==> src/ioCmd_params.svh <==
// Width and depth macros for the IO command controller
`ifndef IOCMD_PARAMS_SVH
`define IOCMD_PARAMS_SVH

// Core data and writeback word width
`define DATA_WIDTH 16

// External port word, in bytes and in bits
`define PORT_BYTES 4
`define PORT_WIDTH (`PORT_BYTES * 8)

// Entries in the command queue and in the response queue
`define QUEUE_DEPTH 4

`endif

==> src/ioCmdPkg.sv <==
// Command class enum and the command, port and writeback structs
`default_nettype none

`include "ioCmd_params.svh"

package ioCmdPkg;

    // Class decoded from the minor opcode
    typedef enum logic [1:0] {
        LOAD,
        ATOMIC_LOAD,
        STORE
    } cmdClassT;

    // Command from the core
    // minorOp[2] store, minorOp[3] atomic load, minorOp[1:0] size
    typedef struct packed {
        logic [3:0]             minorOp;
        logic [3:0]             destReg;
        logic [`DATA_WIDTH-1:0] addrOffset;
        logic [`DATA_WIDTH-1:0] data;
    } cpuCmdT;

    // Command sent out on the port
    typedef struct packed {
        logic                   responseRequested;
        logic [3:0]             destReg;
        logic [`PORT_WIDTH-1:0] data;
    } portCmdT;

    // Response coming back from the port
    typedef struct packed {
        logic                   regResponse;
        logic [3:0]             destReg;
        logic [`PORT_WIDTH-1:0] data;
    } portRespT;

    // Register writeback to the core
    typedef struct packed {
        logic [3:0]             destReg;
        logic [`DATA_WIDTH-1:0] data;
    } writebackT;

endpackage

`default_nettype wire

==> src/ioCmdDecode.sv <==
// Minor opcode decode, byte lane mask and core handshake steering
`timescale 1ns/1ps
`default_nettype none

`include "ioCmd_params.svh"

module ioCmdDecode (
    input  var ioCmdPkg::cpuCmdT   cmd,
    input  wire                    cmdAck,
    output logic                   cmdReq,
    input  wire                    queueReq,
    input  wire                    writebackReq,
    input  wire                    respPending,
    output ioCmdPkg::cmdClassT     cmdClass,
    output logic [`PORT_BYTES-1:0] laneMask,
    output logic                   storeGo,
    output logic                   queueGo,
    output logic                   loadGo
);

    // Store wins over the atomic bit
    always_comb begin
        if (cmd.minorOp[2]) begin
            cmdClass = ioCmdPkg::STORE;
        end else if (cmd.minorOp[3]) begin
            cmdClass = ioCmdPkg::ATOMIC_LOAD;
        end else begin
            cmdClass = ioCmdPkg::LOAD;
        end
    end

    // Byte sizes pick one lane, wider sizes an aligned lane pair
    always_comb begin
        if (cmd.minorOp[1:0] == 2'd0) begin
            laneMask = `PORT_BYTES'(1) << cmd.addrOffset[1:0];
        end else begin
            laneMask = `PORT_BYTES'(3) << {cmd.addrOffset[1], 1'b0};
        end
    end

    // Stale loads must not race a register response for the writeback port
    always_comb begin
        case (cmdClass)
            ioCmdPkg::STORE,
            ioCmdPkg::ATOMIC_LOAD: cmdReq = queueReq;
            ioCmdPkg::LOAD:        cmdReq = writebackReq && !respPending;
            default:               cmdReq = 1'b0;
        endcase
    end

    // One steered ACK per command class
    assign storeGo = cmdAck && (cmdClass == ioCmdPkg::STORE);
    assign queueGo = cmdAck && (cmdClass == ioCmdPkg::ATOMIC_LOAD);
    assign loadGo  = cmdAck && (cmdClass == ioCmdPkg::LOAD) && !respPending;

endmodule

`default_nettype wire

==> src/ioCmdExecute.sv <==
// Store shadow word, byte lane merge and the port command queue
`timescale 1ns/1ps
`default_nettype none

`include "ioCmd_params.svh"

module ioCmdExecute (
    input  wire                      sys_clk,
    input  wire                      rstN,
    input  var ioCmdPkg::cpuCmdT     cmd,
    input  var ioCmdPkg::cmdClassT   cmdClass,
    input  wire  [`PORT_BYTES-1:0]   laneMask,
    input  wire                      queueGo,
    output logic                     queueReq,
    output ioCmdPkg::portCmdT        portCmd,
    output logic                     portCmdAck,
    input  wire                      portCmdReq
);

    logic [`PORT_WIDTH-1:0] shadowWord;
    logic [`PORT_WIDTH-1:0] storeLanes;
    logic [`PORT_WIDTH-1:0] mergedWord;
    ioCmdPkg::portCmdT      queueIn;
    logic                   isStore;

    assign isStore = (cmdClass == ioCmdPkg::STORE);

    // Spread the store data so every lane holds the right bytes
    always_comb begin
        if (cmd.minorOp[1:0] == 2'd0) begin
            storeLanes = {`PORT_BYTES{cmd.data[7:0]}};
        end else begin
            storeLanes = {(`PORT_BYTES / 2){cmd.data[15:0]}};
        end
    end

    always_comb begin
        mergedWord = shadowWord;
        for (int i = 0; i < `PORT_BYTES; i++) begin
            if (laneMask[i]) begin
                mergedWord[i*8 +: 8] = storeLanes[i*8 +: 8];
            end
        end
    end

    // Atomic loads carry the shadow word as it stands
    always_comb begin
        queueIn.responseRequested = !isStore;
        queueIn.destReg           = cmd.destReg;
        queueIn.data              = isStore ? mergedWord : shadowWord;
    end

    // Shadow follows a store on the same edge it is queued
    always_ff @(posedge sys_clk or negedge rstN) begin
        if (!rstN) begin
            shadowWord <= '0;
        end else if (queueGo && queueReq && isStore) begin
            shadowWord <= mergedWord;
        end
    end

    ioCmdFifo #(
        .payloadT(ioCmdPkg::portCmdT)
    ) cmdQueue (
        .sys_clk(sys_clk),
        .rstN   (rstN),
        .inAck  (queueGo),
        .inReq  (queueReq),
        .inData (queueIn),
        .outAck (portCmdAck),
        .outReq (portCmdReq),
        .outData(portCmd)
    );

endmodule

`default_nettype wire

==> src/ioCmdFifo.sv <==
// Single-clock FIFO with ACK/REQ handshakes, typed by its payload
`timescale 1ns/1ps
`default_nettype none

`include "ioCmd_params.svh"

module ioCmdFifo #(
    parameter type payloadT = logic
) (
    input  wire         sys_clk,
    input  wire         rstN,
    input  wire         inAck,
    output logic        inReq,
    input  var payloadT inData,
    output logic        outAck,
    input  wire         outReq,
    output payloadT     outData
);

    localparam int PTR_W = (`QUEUE_DEPTH > 1) ? $clog2(`QUEUE_DEPTH) : 1;
    localparam int CNT_W = $clog2(`QUEUE_DEPTH + 1);

    payloadT            mem [`QUEUE_DEPTH];
    logic [PTR_W-1:0]   wrPtr;
    logic [PTR_W-1:0]   rdPtr;
    logic [CNT_W-1:0]   count;
    logic               push;
    logic               pop;

    assign inReq   = (count != CNT_W'(`QUEUE_DEPTH));
    assign outAck  = (count != '0);
    assign push    = inAck && inReq;
    assign pop     = outAck && outReq;
    assign outData = mem[rdPtr];

    // Storage is written only on a transfer
    always_ff @(posedge sys_clk) begin
        if (push) begin
            mem[wrPtr] <= inData;
        end
    end

    always_ff @(posedge sys_clk or negedge rstN) begin
        if (!rstN) begin
            wrPtr <= '0;
            rdPtr <= '0;
            count <= '0;
        end else begin
            if (push) begin
                wrPtr <= (wrPtr == PTR_W'(`QUEUE_DEPTH - 1)) ? '0 : wrPtr + 1'b1;
            end
            if (pop) begin
                rdPtr <= (rdPtr == PTR_W'(`QUEUE_DEPTH - 1)) ? '0 : rdPtr + 1'b1;
            end
            // Simultaneous push and pop leave the count unchanged
            if (push && !pop) begin
                count <= count + 1'b1;
            end else if (pop && !push) begin
                count <= count - 1'b1;
            end
        end
    end

endmodule

`default_nettype wire

==> src/ioCmdResult.sv <==
// Response queue, load buffer, load alignment and writeback steering
`timescale 1ns/1ps
`default_nettype none

`include "ioCmd_params.svh"

module ioCmdResult (
    input  wire                   sys_clk,
    input  wire                   rstN,
    input  var ioCmdPkg::portRespT portResp,
    input  wire                   memResponse,
    input  wire                   portRespAck,
    output logic                  portRespReq,
    input  var ioCmdPkg::cpuCmdT  cmd,
    input  wire                   loadGo,
    output logic                  respPending,
    output ioCmdPkg::writebackT   writeback,
    output logic                  writebackAck,
    input  wire                   writebackReq
);

    // Queue entry carries the memory flag next to the port response
    typedef struct packed {
        logic               memResponse;
        ioCmdPkg::portRespT resp;
    } respEntryT;

    respEntryT              respIn;
    respEntryT              respHead;
    logic                   respInAck;
    logic                   headValid;
    logic                   headPop;
    logic [`PORT_WIDTH-1:0] loadBuffer;
    logic [`PORT_WIDTH-1:0] laneShifted;
    logic [`DATA_WIDTH-1:0] loadData;

    assign respIn.memResponse = memResponse;
    assign respIn.resp        = portResp;

    // Responses without either flag are not taken
    assign respInAck = portRespAck && (portResp.regResponse || memResponse);

    // Register responses wait for the core, memory responses drain at once
    assign respPending = headValid && respHead.resp.regResponse;
    assign headPop     = respHead.resp.regResponse ? writebackReq : respHead.memResponse;

    ioCmdFifo #(
        .payloadT(respEntryT)
    ) respQueue (
        .sys_clk(sys_clk),
        .rstN   (rstN),
        .inAck  (respInAck),
        .inReq  (portRespReq),
        .inData (respIn),
        .outAck (headValid),
        .outReq (headPop),
        .outData(respHead)
    );

    always_ff @(posedge sys_clk or negedge rstN) begin
        if (!rstN) begin
            loadBuffer <= '0;
        end else if (headValid && headPop) begin
            loadBuffer <= respHead.resp.data;
        end
    end

    // Move the addressed lanes down to bit 0, then zero-extend
    always_comb begin
        if (cmd.minorOp[1:0] == 2'd0) begin
            laneShifted = loadBuffer >> {cmd.addrOffset[1:0], 3'b000};
            loadData    = {{(`DATA_WIDTH - 8){1'b0}}, laneShifted[7:0]};
        end else begin
            laneShifted = loadBuffer >> {cmd.addrOffset[1], 4'b0000};
            loadData    = laneShifted[`DATA_WIDTH-1:0];
        end
    end

    // Pending register response owns the writeback port
    always_comb begin
        if (respPending) begin
            writebackAck      = 1'b1;
            writeback.destReg = respHead.resp.destReg;
            writeback.data    = respHead.resp.data[`DATA_WIDTH-1:0];
        end else begin
            writebackAck      = loadGo;
            writeback.destReg = cmd.destReg;
            writeback.data    = loadData;
        end
    end

endmodule

`default_nettype wire

==> src/ioCommandController.sv <==
// Top level of the IO command controller joining decode, execute and result
`timescale 1ns/1ps
`default_nettype none

`include "ioCmd_params.svh"

module ioCommandController (
    input  wire                    sys_clk,
    input  wire                    rstN,

    // Core command
    input  var ioCmdPkg::cpuCmdT   cmd,
    input  wire                    cmdAck,
    output logic                   cmdReq,

    // Register writeback
    output ioCmdPkg::writebackT    writeback,
    output logic                   writebackAck,
    input  wire                    writebackReq,

    // Port command
    output ioCmdPkg::portCmdT      portCmd,
    output logic                   portCmdAck,
    input  wire                    portCmdReq,

    // Port response
    input  var ioCmdPkg::portRespT portResp,
    input  wire                    memResponse,
    input  wire                    portRespAck,
    output logic                   portRespReq
);

    ioCmdPkg::cmdClassT     cmdClass;
    wire [`PORT_BYTES-1:0]  laneMask;
    wire                    storeGo;
    wire                    queueGo;
    wire                    loadGo;
    wire                    queueReq;
    wire                    respPending;

    ioCmdDecode decode (
        .cmd         (cmd),
        .cmdAck      (cmdAck),
        .cmdReq      (cmdReq),
        .queueReq    (queueReq),
        .writebackReq(writebackReq),
        .respPending (respPending),
        .cmdClass    (cmdClass),
        .laneMask    (laneMask),
        .storeGo     (storeGo),
        .queueGo     (queueGo),
        .loadGo      (loadGo)
    );

    // Stores and atomic loads share the command queue
    ioCmdExecute execute (
        .sys_clk   (sys_clk),
        .rstN      (rstN),
        .cmd       (cmd),
        .cmdClass  (cmdClass),
        .laneMask  (laneMask),
        .queueGo   (storeGo | queueGo),
        .queueReq  (queueReq),
        .portCmd   (portCmd),
        .portCmdAck(portCmdAck),
        .portCmdReq(portCmdReq)
    );

    ioCmdResult result (
        .sys_clk     (sys_clk),
        .rstN        (rstN),
        .portResp    (portResp),
        .memResponse (memResponse),
        .portRespAck (portRespAck),
        .portRespReq (portRespReq),
        .cmd         (cmd),
        .loadGo      (loadGo),
        .respPending (respPending),
        .writeback   (writeback),
        .writebackAck(writebackAck),
        .writebackReq(writebackReq)
    );

endmodule

`default_nettype wire

==> config.mk <==
export PLATFORM = sky130hd
export DESIGN_NAME = ioCommandController
export DESIGN_NICKNAME = d
export VERILOG_FILES = /design/src/ioCmdPkg.sv /design/src/ioCmdDecode.sv /design/src/ioCmdExecute.sv /design/src/ioCmdFifo.sv /design/src/ioCmdResult.sv /design/src/ioCommandController.sv
export VERILOG_INCLUDE_DIRS = /design/src
export SDC_FILE = /design/constraint.sdc
export NUM_CORES = 1
export LEC_CHECK = 0
export ABC_AREA = 1
export BUFFER_PORTS_ARGS = -buffer_cell sky130_fd_sc_hd__buf_2
export CORE_MARGIN = 4
export CORE_UTILIZATION = 25
export CTS_CLUSTER_DIAMETER = 150
export DETAILED_ROUTE_END_ITERATION = 8
export PLACE_DENSITY_LB_ADDON = 0.1
export SYNTH_ARGS = -nofsm -noshare
export SYNTH_HDL_FRONTEND = slang
export SYNTH_HIERARCHICAL = 1
export SYNTH_SLANG_ARGS = --single-unit
==> constraint.sdc <==
create_clock -name sys_clk -period 2.8 [get_ports sys_clk]
set_clock_uncertainty 0.1 [all_clocks]
set_input_delay 0.56 -clock sys_clk [delete_from_list [all_inputs] [get_ports sys_clk]]
set_output_delay 0.56 -clock sys_clk [all_outputs]
set_load 0.02 [all_outputs]
; Word level (Yosys, flattened, before mapping)
; Memories as Yosys holds them, arrays and structs flattened.
; Index checks and enable logic that the tools add are counted.
[classes]
n_addsub = 8
mux = 26
bitwise = 1
div_mod_pow = 0
shift = 4
reduce_logical = 30
n_eq_ne = 8
n_lt_le_gt_ge = 0
multipliers = 0
[ops]
columns = cell, count
row1 = 32-bit 2-to-1 mux, 2
row2 = 8-bit 2-to-1 mux, 4
row3 = 32-bit by 5-bit >> shifter with 16-bit output, 1
row4 = 32-bit by 5-bit >> shifter with 8-bit output, 1
row5 = 20-bit 2-to-1 mux, 1
row6 = 1-bit logical AND, 16
row7 = 16-bit 2-to-1 mux, 1
row8 = 3-bit 2-to-1 mux, 4
row9 = "2-bit == test, second input constant", 5
row10 = 2-bit 2-to-1 mux, 5
row11 = "2-bit by 1-bit adder with 2-bit output, second input constant", 4
row12 = 1-bit 2-to-1 mux, 7
row13 = "3-bit by 1-bit adder with 3-bit output, second input constant", 2
row14 = 1-bit zero test, 6
row15 = "3-bit != test, second input constant", 2
row16 = 3-bit nonzero test, 2
row17 = "3-bit by 1-bit subtractor with 3-bit output, second input constant", 2
row18 = 2-bit zero test, 2
row19 = 4-bit 2-to-1 mux, 1
row20 = 2-bit nonzero test, 2
row21 = "1-bit by 2-bit left shift with 4-bit output, first input constant", 1
row22 = "2-bit by 2-bit left shift with 4-bit output, first input constant", 1
row23 = "2-bit by 1-bit == test with 1-bit output, second input constant", 1
row24 = 1-bit one-hot mux with 2 select lines, 1
row25 = 3 further kinds, 3
[word_totals]
latchBits = 0
memories = 2
rom_bits = 0
output_inout_bits = 61
input_bits = 84
ff_bits = 78
ramBits = 300
[memory_table]
columns = name, words, width, rd, rd_clocked_by_memory_dff, wr, line
row1 = result.respQueue.mem, 4, 38, 1, 0, 1, ioCmdFifo.sv:23  ; payloadT mem [`QUEUE_DEPTH];
row2 = execute.cmdQueue.mem, 4, 37, 1, 0, 1, ioCmdFifo.sv:23

; Longest topological paths before layout
; Gate-level depths: netlist of run 1.
[logic_depth]
word_depth = 10
ltp_mapped = 18

; Hierarchy
; The synthesis of run 1 kept the hierarchy.
[modules_own_cells]
columns = mod, seq_area_each_um2, area_each_um2, instances, cells_each
row1 = ioCmdFifo (result.respQueue), 4739.5, 6632.6, 1, 502
row2 = ioCmdFifo (execute.cmdQueue), 4619.4, 6382.4, 1, 490
row3 = ioCmdExecute, 800.8, 2068.2, 1, 314
row4 = ioCmdResult, 800.8, 1991.9, 1, 299
row5 = ioCmdDecode, 0.0, 152.6, 1, 35
row6 = ioCommandController, 0.0, 11.3, 1, 3

; Worst setup path before layout of run 1
; No wires, ideal clock.
[synth_timing]
path_type = in2reg
startpoint = input port cmd[39] (netlist bit)
endpoint = memory execute/cmdQueue/mem[0][0] (netlist bit), enable pin
path_stages = 6
arrival_time_ps = 2626
t_required_ps = 2269
setup_slack_ps = -357
setup_ps = 431
path_cell_list = inv_1 > nor3b_1 > inv_1 > nand2_1 > nand2_1 > nor2_1
[synth_between]
elab_chain_cells = 8
elab_cells_between_ends = 10
[synth_lines]
columns = element, line
row1 = from (decl), ioCommandController.sv:12  ; input var ioCmdPkg::cpuCmdT cmd,
row2 = 1-bit 2-to-1 mux, ioCmdDecode.sv:25  ; end else if (cmd.minorOp[3]) begin
row3 = 2-bit 2-to-1 mux, ioCmdDecode.sv:23  ; if (cmd.minorOp[2]) begin
row4 = 2-bit by 1-bit == test with 1-bit output, ioCmdDecode.sv:53  ; assign queueGo = cmdAck && (cmdClass == ioCmdPkg::ATOMIC_LOAD);
row5 = 1-bit logical AND, ioCmdDecode.sv:53
row6 = net queueGo, ioCommandController.sv:36  ; wire queueGo;
row7 = 1-bit OR, ioCommandController.sv:62  ; .queueGo (storeGo | queueGo),
row8 = 1-bit logical AND, ioCmdFifo.sv:32  ; assign push = inAck && inReq;
row9 = 1-bit 2-to-1 mux, ioCmdFifo.sv:38  ; if (push) begin
row10 = 1-bit 2-to-1 mux (implied by the code), ioCmdFifo.sv:39  ; mem[wrPtr] <= inData;
row11 = to (decl), ioCmdFifo.sv:23
; The timed path passes the listed nets, and every way through them passes these cells.

==> flow_summary.yaml, run 1 <==
cts:
  numCtsBuffers: 46
  cts.path.max_buffers: 3
  clk_latency_ns: 0.56
  cts_htree_levels: 2
  cts-root-buf: "clkbuf_16"
  clk_pin_slew_worst_paths_ns: 0.06
  cts_tree: "done"
  cts_sinks: 378
grt:
  antenna_found_initial: 3
  grt_pass1_wl_um: 71800
  grt_max_degree: 79
  grt-ovfl-total: 0
  grt_pass1_vias: 11300
  grt_usage: 0.128
sta:
  fin_crit_sh: 1.00
  period_needed_ns: 2.81
  worstMarginPinSlew_ns: 0.718
  slew-limit-headroom: 0.516
  final.setup.worst_slack_ns: -0.0126
  finalHoldViolCount: 0
  slew_viol_final: 0
  rsz0062_at_grt: "yes"
  timing.fmax_ghz: 0.356
  finalSetupViolations: 4
worst_setup_path:
  cp_max_fo: 7
  startpoint_type: "flop"
  crit_required_ns: 2.14
  worstSetupPathType: "flop to output port"
  crit_path_end_kind: "output port"
  worstPathArrival_ns: 2.15
status:
  status: "finished with violations"
  violations: "negative setup slack"
logic_synthesis:
  syn-num-nets: 1741
  syn_area_per_cell_um2: 10.5
  synthesis.instances: 1643
  ys.warnings.count: 6
  synth_area_um2: 17200
  ys_types: 29
  yosysSeqAreaShare: 0.636
  ys_ff_latch: 378
cells_and_area:
  final_cell_mix: "516 x nand2_1, 300 x edfxtp_1, 242 x inv_1, 114 x o211ai_1, 107 x buf_2"
  final_common_cell: "nand2_1"
  syn2layout_area_growth_pct: 23.7
  final_nets: 1905
  fin_cells: 2726
  final_util: 0.311
  post_route_cells_drive_above_1_share: 0.222
detailed_routing:
  first_pass_iters: 5
  wl_met1_um: 22000
  routedWlPerCell_um: 17.8
  dr_total_vias: 11800
  top_layer: "met5"
  met3_length_um: 1670
  drt_iter0_drc: 641
  drc: 0
  met2WireLength_um: 24000
  wirelength_um: 48400
  via_per_inst: 4.31
  ant_nets: 0
pwr:
  peakVddDrop_mv: 0.737
  design_power_total_w: 0.0248
  p_leak_nw: 9.04
  power_density_nw_per_um2: 1160
floorplanning:
  rows: 96
  initial_core_util: 0.252
  die-area_um2: 73200
  core_um2: 68500
  ios: 145
  die_w_um: 271
  die_y_um: 271
flow_run:
  maxCapViolations: 0
placed_design:
  gp_congestion: 0.737
  hpwlAfterDp_um: 31500
  post-place-ws_ns: 0.173
  dp.cells: 2617
  port_buffers: 130
worst_hold_path:
  hold_path.class: "input port to flop"
## report_power, final
group | internal, W | switching, W | total (W)
sequential | 0.00758 | 0.000536 | 0.00811
combinational | 0.00394 | 0.00679 | 0.0107
clock | 0.00356 | 0.00235 | 0.00591
## critical path: stages, from the launching register on
cell,delay (ns)
dfrtp_4,0.55
nand2_2,0.09
o211ai_1,0.09
nand2_2,0.14
nand2_8,0.12
inv_8,0.11
nor2_2,0.05
or2_4,0.26
buf_4,0.17
## worst paths after layout
check                      cells past startpoint                       from                     endpoint  slack (ns)
min in group asynchronous                      2                       rstN         result/loadBuffer[6]        0.44
setup reg to reg                              12  result/respQueue/rdPtr[1]    result/respQueue/count[1]        0.29
hold / removal                                 1               portResp[25]  result/respQueue/mem[2][25]        0.12
hold reg to reg                                2      result/loadBuffer[28]        result/loadBuffer[28]        0.37
max in group asynchronous                      3                       rstN        execute/shadowWord[4]        1.46
setup / recovery                               8  result/respQueue/rdPtr[0]                 writebackAck       -0.01
## final cells by class
type                            instances  area [um^2]
Inverter                              255          967
Timing Repair Buffer                  197         1710
Sequential cell                       378        11000
Multi-Input combinational cell        929         5090
Clock inverter                         27          265
Fill cell                            7075        47100
Antenna cell                            1         2.50
Tap cell                              882         1100
Clock buffer                           57         1220
## state kept, by name, indices dropped and copies added, names as in the netlist
name,count
execute/cmdQueue/rdPtr,2
execute/shadowWord,32
result/respQueue/wrPtr,2
result/respQueue/rdPtr,2
execute/cmdQueue/count,3
result/respQueue/count,3
execute/cmdQueue/mem,148
execute/cmdQueue/wrPtr,2
result/respQueue/mem,152
result/loadBuffer,32
## synth_stat cells
cell | number | area [um^2]
nand2_1 | 552 | 2070
edfxtp_1 | 300 | 9010
inv_1 | 248 | 931
o211ai_1 | 114 | 856
nand3_1 | 95 | 475
dfrtp_1 | 78 | 1950
o21ai_0 | 51 | 255
o211ai_2 | 36 | 450
buf_2 | 33 | 165
buf_6 | 28 | 315
nor2_1 | 20 | 75.1
or2_2 | 17 | 106
ha_1 | 12 | 150
buf_4 | 10 | 75.1
clkbuf_1 | 10 | 37.5
o21ai_2 | 8 | 70.1
o22ai_1 | 8 | 50.1
inv_2 | 6 | 22.5
nor2_4 | 3 | 33.8
fa_1 | 2 | 40.0
nand2_2 | 2 | 12.5
nand4_1 | 2 | 12.5
xnor2_1 | 2 | 17.5
inv_4 | 1 | 6.26
nand2_4 | 1 | 11.3
nor2_2 | 1 | 6.26
nor3b_1 | 1 | 7.51
o21a_1 | 1 | 7.51
o21ai_4 | 1 | 16.3
## layer usage
| metal | GRT usage | vias up |
|---|---|---|
| met4 | 0.0316 | 2 |
| met1 | 0.169 | 5715 |
| met2 | 0.221 | 195 |
| li1 | - | 5788 |
| met5 | 0 | - |
| met3 | 0.0215 | 53 |
## what timing repair did
action	in CTS	in global routing
resized for setup	78	71
setup endpoints to repair	22	23
hold endpoints to repair	35	0
setup buffers	4	14
hold buffers	1	0
pin swaps	1	29
gates cloned	2	5
## kinds of logic after synthesis
logic type | count (synthesis) | synth area share
AO/OA/AOI/OAI | 219 | 0.0989
XOR/XNOR | 2 | 0.00102
adder cells (fa/ha/maj) | 14 | 0.0110
buffers and inverters | 336 | 0.0901
flip-flops | 378 | 0.636
AND/OR/NAND/NOR | 694 | 0.163
## per-stage QoR
step	TNS, ns	instance area [um^2]	hold slack (ns)
2_1_floorplan	-52.89	17200	0.164
4_1_cts	-0.713	20800	0.0694
3_3_place_gp	0	19000	0.354
6_report	-0.0298	21300	0.116
3_5_place_dp	0	19000	0.360
5_1_grt	-1.31	21300	0.0863
No activity file was read; power rests on OpenSTA's default activity.
==> run 2, diff against run 1 <==
SKIP_LAST_GASP = 1   (was not set)
==> flow_summary.yaml, run 2 (same netlist as run 1, synthesis figures left out) <==
status:
  status: "finished with violations"
  violations: "negative setup slack"
worst_setup_path:
  max_stage_delay_ns: 0.53
  crit_required_ns: 2.14
  crit_family: "flip-flops"
  regToRegEndpoint: "result/respQueue/count[1]"
  startpoint_type: "flop"
  worstPathArrival_ns: 2.21
  rrSetupSlack_ns: 0.29
  worstSetupPathType: "flop to output port"
  crit_path_end_kind: "output port"
  r2r_start: "result/respQueue/rdPtr[1]"
  cp_max_fo: 6
  path_cells: "buf_8, o211ai_2, nand2_2, nand2_8, clkbuf_16, nand3_1, nand2_2, buf_6"
  reg2reg_depth: 12
  cp_common_cell: "nand2_2"
  cp_num_buf_inv: 3
  crit_slowest_cell: "dfrtp_4"
cells_and_area:
  post_route_cells_drive_above_1_share: 0.205
  largest_register_ffs: 152
  syn2layout_area_growth_pct: 22.3
  final_common_cell: "nand2_1"
  top_register: "result/respQueue/mem"
  final_cell_mix: "530 x nand2_1, 300 x edfxtp_1, 247 x inv_1, 114 x o211ai_1, 107 x buf_2"
  antennaDiodeCount: 0
  reg_top3: "result/respQueue/mem: 152 flops, execute/cmdQueue/mem: 148 flops"
  final_util: 0.308
  final_nets: 1894
floorplanning:
  initial_core_util: 0.252
  ios: 145
  die_w_um: 271
  die-area_um2: 73200
  core_um2: 68500
  rows: 96
  die_y_um: 271
sta:
  rsz0062_at_grt: "yes"
  final.setup.worst_slack_ns: -0.0709
  worstMarginPinSlew_ns: 0.718
  finalHoldViolCount: 0
  slew-limit-headroom: 0.516
  tns_ns: -0.756
  timing.fmax_ghz: 0.348
  slew_viol_final: 0
  period_needed_ns: 2.87
  fin_crit_sh: 1.03
  finalSetupViolations: 20
placed_design:
  post-place-ws_ns: 0.173
  hpwlAfterDp_um: 31500
  port_buffers: 130
  gp_congestion: 0.737
detailed_routing:
  routedWlPerCell_um: 17.8
  via_per_inst: 4.29
  wirelength_um: 48200
  drt_iter0_drc: 656
  dr_total_vias: 11700
  first_pass_iters: 5
  ant_nets: 0
  drc: 0
cts:
  cts_htree_levels: 2
  cts.path.max_buffers: 3
  numCtsBuffers: 46
  cts_sinks: 378
  cts_tree: "done"
  cts-root-buf: "clkbuf_16"
  clk_latency_ns: 0.56
  clk_pin_slew_worst_paths_ns: 0.06
grt:
  antenna_found_initial: 3
  grt_max_degree: 79
  grt-ovfl-total: 0
  grt_usage: 0.128
  grt_pass1_wl_um: 71700
  grt_pass1_vias: 11300
flow_run:
  maxCapViolations: 0
pwr:
  p_leak_nw: 8.92
  peakVddDrop_mv: 0.865
  power_density_nw_per_um2: 1150
worst_hold_path:
  hold_path.class: "input port to flop"
  hold_path_end: "result/respQueue/mem[2][25]"
  hold_start: "portResp[25]"
  hold_path_depth: 1
-- run 2: cell count changes in the layout (fill, tap and decap cells not counted), sizes merged --
cell,delta
diode,-1
buf,-10
clkbuf,-1
-- run 2: worst max path at each step --
stage,start,slack (ns),cells past startpoint,to
3_3_place_gp,cmd[39],0.19,9,execute/shadowWord[13]
5_1_grt,result/respQueue/rdPtr[0],-0.16,9,writeback[5]
6_report,result/respQueue/rdPtr[0],-0.07,8,writeback[1]
3_5_place_dp,cmd[39],0.17,9,execute/shadowWord[24]
2_1_floorplan,cmd[39],-0.36,6,execute/cmdQueue/mem[0][0]
4_1_cts,result/respQueue/rdPtr[0],-0.13,8,writeback[12]
-- run 2: per-stage QoR --
step | cells | cell area (um^2) | hold WS, ns | power [W]
finish | 2714 | 21100 | 0.116 | 0.0243
global route | 2714 | 21100 | 0.0863 | 0.0260
CTS | 2708 | 20700 | 0.0694 | 0.0240
detailed placement | 2617 | 19000 | 0.360 | 0.0174
global placement | 2617 | 19000 | 0.354 | 0.0173
floorplan | 1643 | 17200 | 0.164 | 0.0144
-- run 2: power by group --
part	switching (W)	leakage, nW	internal, W
Sequential	0.000527	3.71	0.00758
Combinational	0.00664	4.49	0.00367
Clock	0.00235	0.724	0.00356
-- run 2: layer usage --
layer	part of all wire	global-route usage
met5	0.00023	0
met3	0.036	0.0210
met1	0.45	0.169
met2	0.50	0.221
met4	0.016	0.0303
-- run 2: layout make-up --
| class | count | area [um^2] |
|---|---|---|
| Clock buffer | 57 | 1220 |
| Clock inverter | 27 | 265 |
| Fill cell | 7098 | 47400 |
| Inverter | 255 | 967 |
| Multi-Input combinational cell | 929 | 5000 |
| Sequential cell | 378 | 11000 |
| Tap cell | 882 | 1100 |
| Timing Repair Buffer | 186 | 1550 |
-- run 2: worst register-to-register path, cell delays in order (launching register included) --
cell,delay [ns]
dfrtp_2,0.45
inv_2,0.13
bufbuf_16,0.35
o211ai_1,0.12
nand2_1,0.07
inv_1,0.06
o21ai_4,0.12
nand2_1,0.13
ha_1,0.24
inv_1,0.08
fa_1,0.41
nand2_1,0.07
o21ai_0,0.06
-- run 2: what timing repair did --
action,in CTS,in global routing
gates resized for setup,47,65
setup endpoints to repair,22,23
pin swaps,1,13
buffers inserted,4,3
gates cloned,2,5
hold buffers,1,0
hold endpoints to repair,35,0
==> run 3, diff against run 2 <==
CORE_UTILIZATION = 37   (was 25)
==> flow_summary.yaml, run 3 (same netlist as run 1, synthesis figures left out) <==
detailed_routing:
  ant_nets: 0
  wirelength_um: 41700
  via_per_inst: 4.74
  drc: 0
  drt_iter0_drc: 591
  first_pass_iters: 5
  dr_total_vias: 11500
  routedWlPerCell_um: 17.2
worst_setup_path:
  crit_required_ns: 2.14
  crit_path_end_kind: "output port"
  cp_max_fo: 8
  r2r_start: "result/respQueue/rdPtr[0]"
  startpoint_type: "flop"
  worstPathArrival_ns: 2.14
  worstSetupPathType: "flop to output port"
  reg2reg_depth: 10
  rrSetupSlack_ns: 0.37
  regToRegEndpoint: "result/respQueue/count[1]"
placed_design:
  hpwlAfterDp_um: 26700
  port_buffers: 130
  dp.cells: 2339
  gp_congestion: 0.803
cells_and_area:
  antennaDiodeCount: 0
  fin_cells: 2429
  top_register: "result/respQueue/mem"
  final_util: 0.453
  post_route_cells_drive_above_1_share: 0.207
  final_common_cell: "nand2_1"
  syn2layout_area_growth_pct: 20.0
  largest_register_ffs: 152
  reg_top3: "result/respQueue/mem: 152 flops, execute/cmdQueue/mem: 148 flops"
  final_cell_mix: "527 x nand2_1, 300 x edfxtp_1, 248 x inv_1, 114 x o211ai_1, 108 x buf_2"
  final_nets: 1891
  fill_cells: 4320
floorplanning:
  core_um2: 45700
  die-area_um2: 50100
  die_w_um: 224
  rows: 78
  die_y_um: 224
  ios: 145
  initial_core_util: 0.377
sta:
  fin_crit_sh: 1.00
  slew-limit-headroom: 0.516
  finalSetupViolations: 1
  rsz0062_at_grt: "yes"
  slew_viol_final: 0
  tns_ns: -0.000732
  timing.fmax_ghz: 0.357
  worstMarginPinSlew_ns: 0.718
  finalHoldViolCount: 0
  period_needed_ns: 2.80
  final.setup.worst_slack_ns: -0.000732
worst_hold_path:
  hold_path_depth: 1
  hold_path_end: "result/respQueue/mem[2][31]"
  hold_path.class: "input port to flop"
  hold_start: "portResp[31]"
cts:
  cts.path.max_buffers: 3
  cts_sinks: 378
  cts_htree_levels: 2
  numCtsBuffers: 44
  clk_latency_ns: 0.57
  cts-root-buf: "clkbuf_16"
  cts_tree: "done"
  clk_pin_slew_worst_paths_ns: 0.06
pwr:
  p_leak_nw: 8.90
  peakVddDrop_mv: 1.01
  power_density_nw_per_um2: 1150
grt:
  grt_pass1_vias: 11100
  grt_pass1_wl_um: 64000
  antenna_found_initial: 0
  grt_max_degree: 55
  grt_usage: 0.164
  grt-ovfl-total: 0
status:
  status: "finished with violations"
  violations: "negative setup slack"
flow_run:
  maxCapViolations: 0
==> run 3: cell count changes in the layout (fill, tap and decap cells not counted), moves of 3 or more <==
cell,previous run,this run
nand2_4,3,13
nand2_2,20,13
clkbuf_16,51,46
nand3_4,1,6
nand3_1,91,87
o22ai_2,4,0
o22ai_4,4,8
buf_4,32,35
nand2_1,530,527
==> run 3: what timing repair did <==
item	4_1_cts	5_1_grt
resized for setup	86	48
setup endpoints to repair	22	22
pin swaps	8	21
hold endpoints to repair	27	0
buffers inserted	4	0
hold buffers	1	0
cloned	2	1
==> run 3: cell type report <==
type / count / area, um^2 / share of cell area
multi-input cells: 929 / 5140 / 0.249
clock inverters: 23 / 196 / 0.00949
well taps: 600 / 751 / 0.0363
repair buffers: 185 / 1460 / 0.0706
flip-flops and latches: 378 / 11000 / 0.530
inverters: 255 / 967 / 0.0467
clock buffers: 59 / 1210 / 0.0584
==> run 3: critical path, stage by stage, from the launching register on <==
cell       delay (ns)
dfrtp_4          0.55
nand2_1          0.09
o211ai_1         0.09
nand2_2          0.14
nand2_8          0.12
clkbuf_16        0.21
o22ai_4          0.19
buf_6            0.15
==> run 3: per-layer routing <==
metal / part of all wire / global-route usage
met1: 0.45 / 0.216
met2: 0.50 / 0.283
met3: 0.040 / 0.0307
met4: 0.019 / 0.0400
met5: 0 / 0
==> run 3: worst max path at each step <==
stage | start | endpoint | slack, ns | cells past startpoint
final | result/respQueue/rdPtr[0] | writeback[12] | -0.0007 | 7
after detailed placement | result/respQueue/rdPtr[0] | writeback[12] | 0.18 | 6
after floorplan | cmd[39] | execute/cmdQueue/mem[0][0] | -0.36 | 6
after global placement | result/respQueue/rdPtr[0] | writeback[12] | 0.21 | 6
after global routing | result/respQueue/rdPtr[0] | writeback[2] | -0.11 | 7
after CTS | result/respQueue/rdPtr[0] | writeback[7] | -0.06 | 7
==> run 3: stage by stage <==
step | hold slack, ns | worst slack [ns] | power [W] | area, um^2
global placement | 0.354 | 0.207 | 0.0169 | 18600
CTS | 0.0750 | -0.0613 | 0.0237 | 20500
finish | 0.114 | -0.000732 | 0.0238 | 20700
detailed placement | 0.361 | 0.175 | 0.0170 | 18600
global route | 0.0871 | -0.108 | 0.0254 | 20700
floorplan | 0.164 | -0.357 | 0.0144 | 17200
==> run 3: report_power, final <==
group / switching [W] / internal [W]
logic: 0.00651 / 0.00368
registers: 0.000522 / 0.00757
clock network: 0.00225 / 0.00331
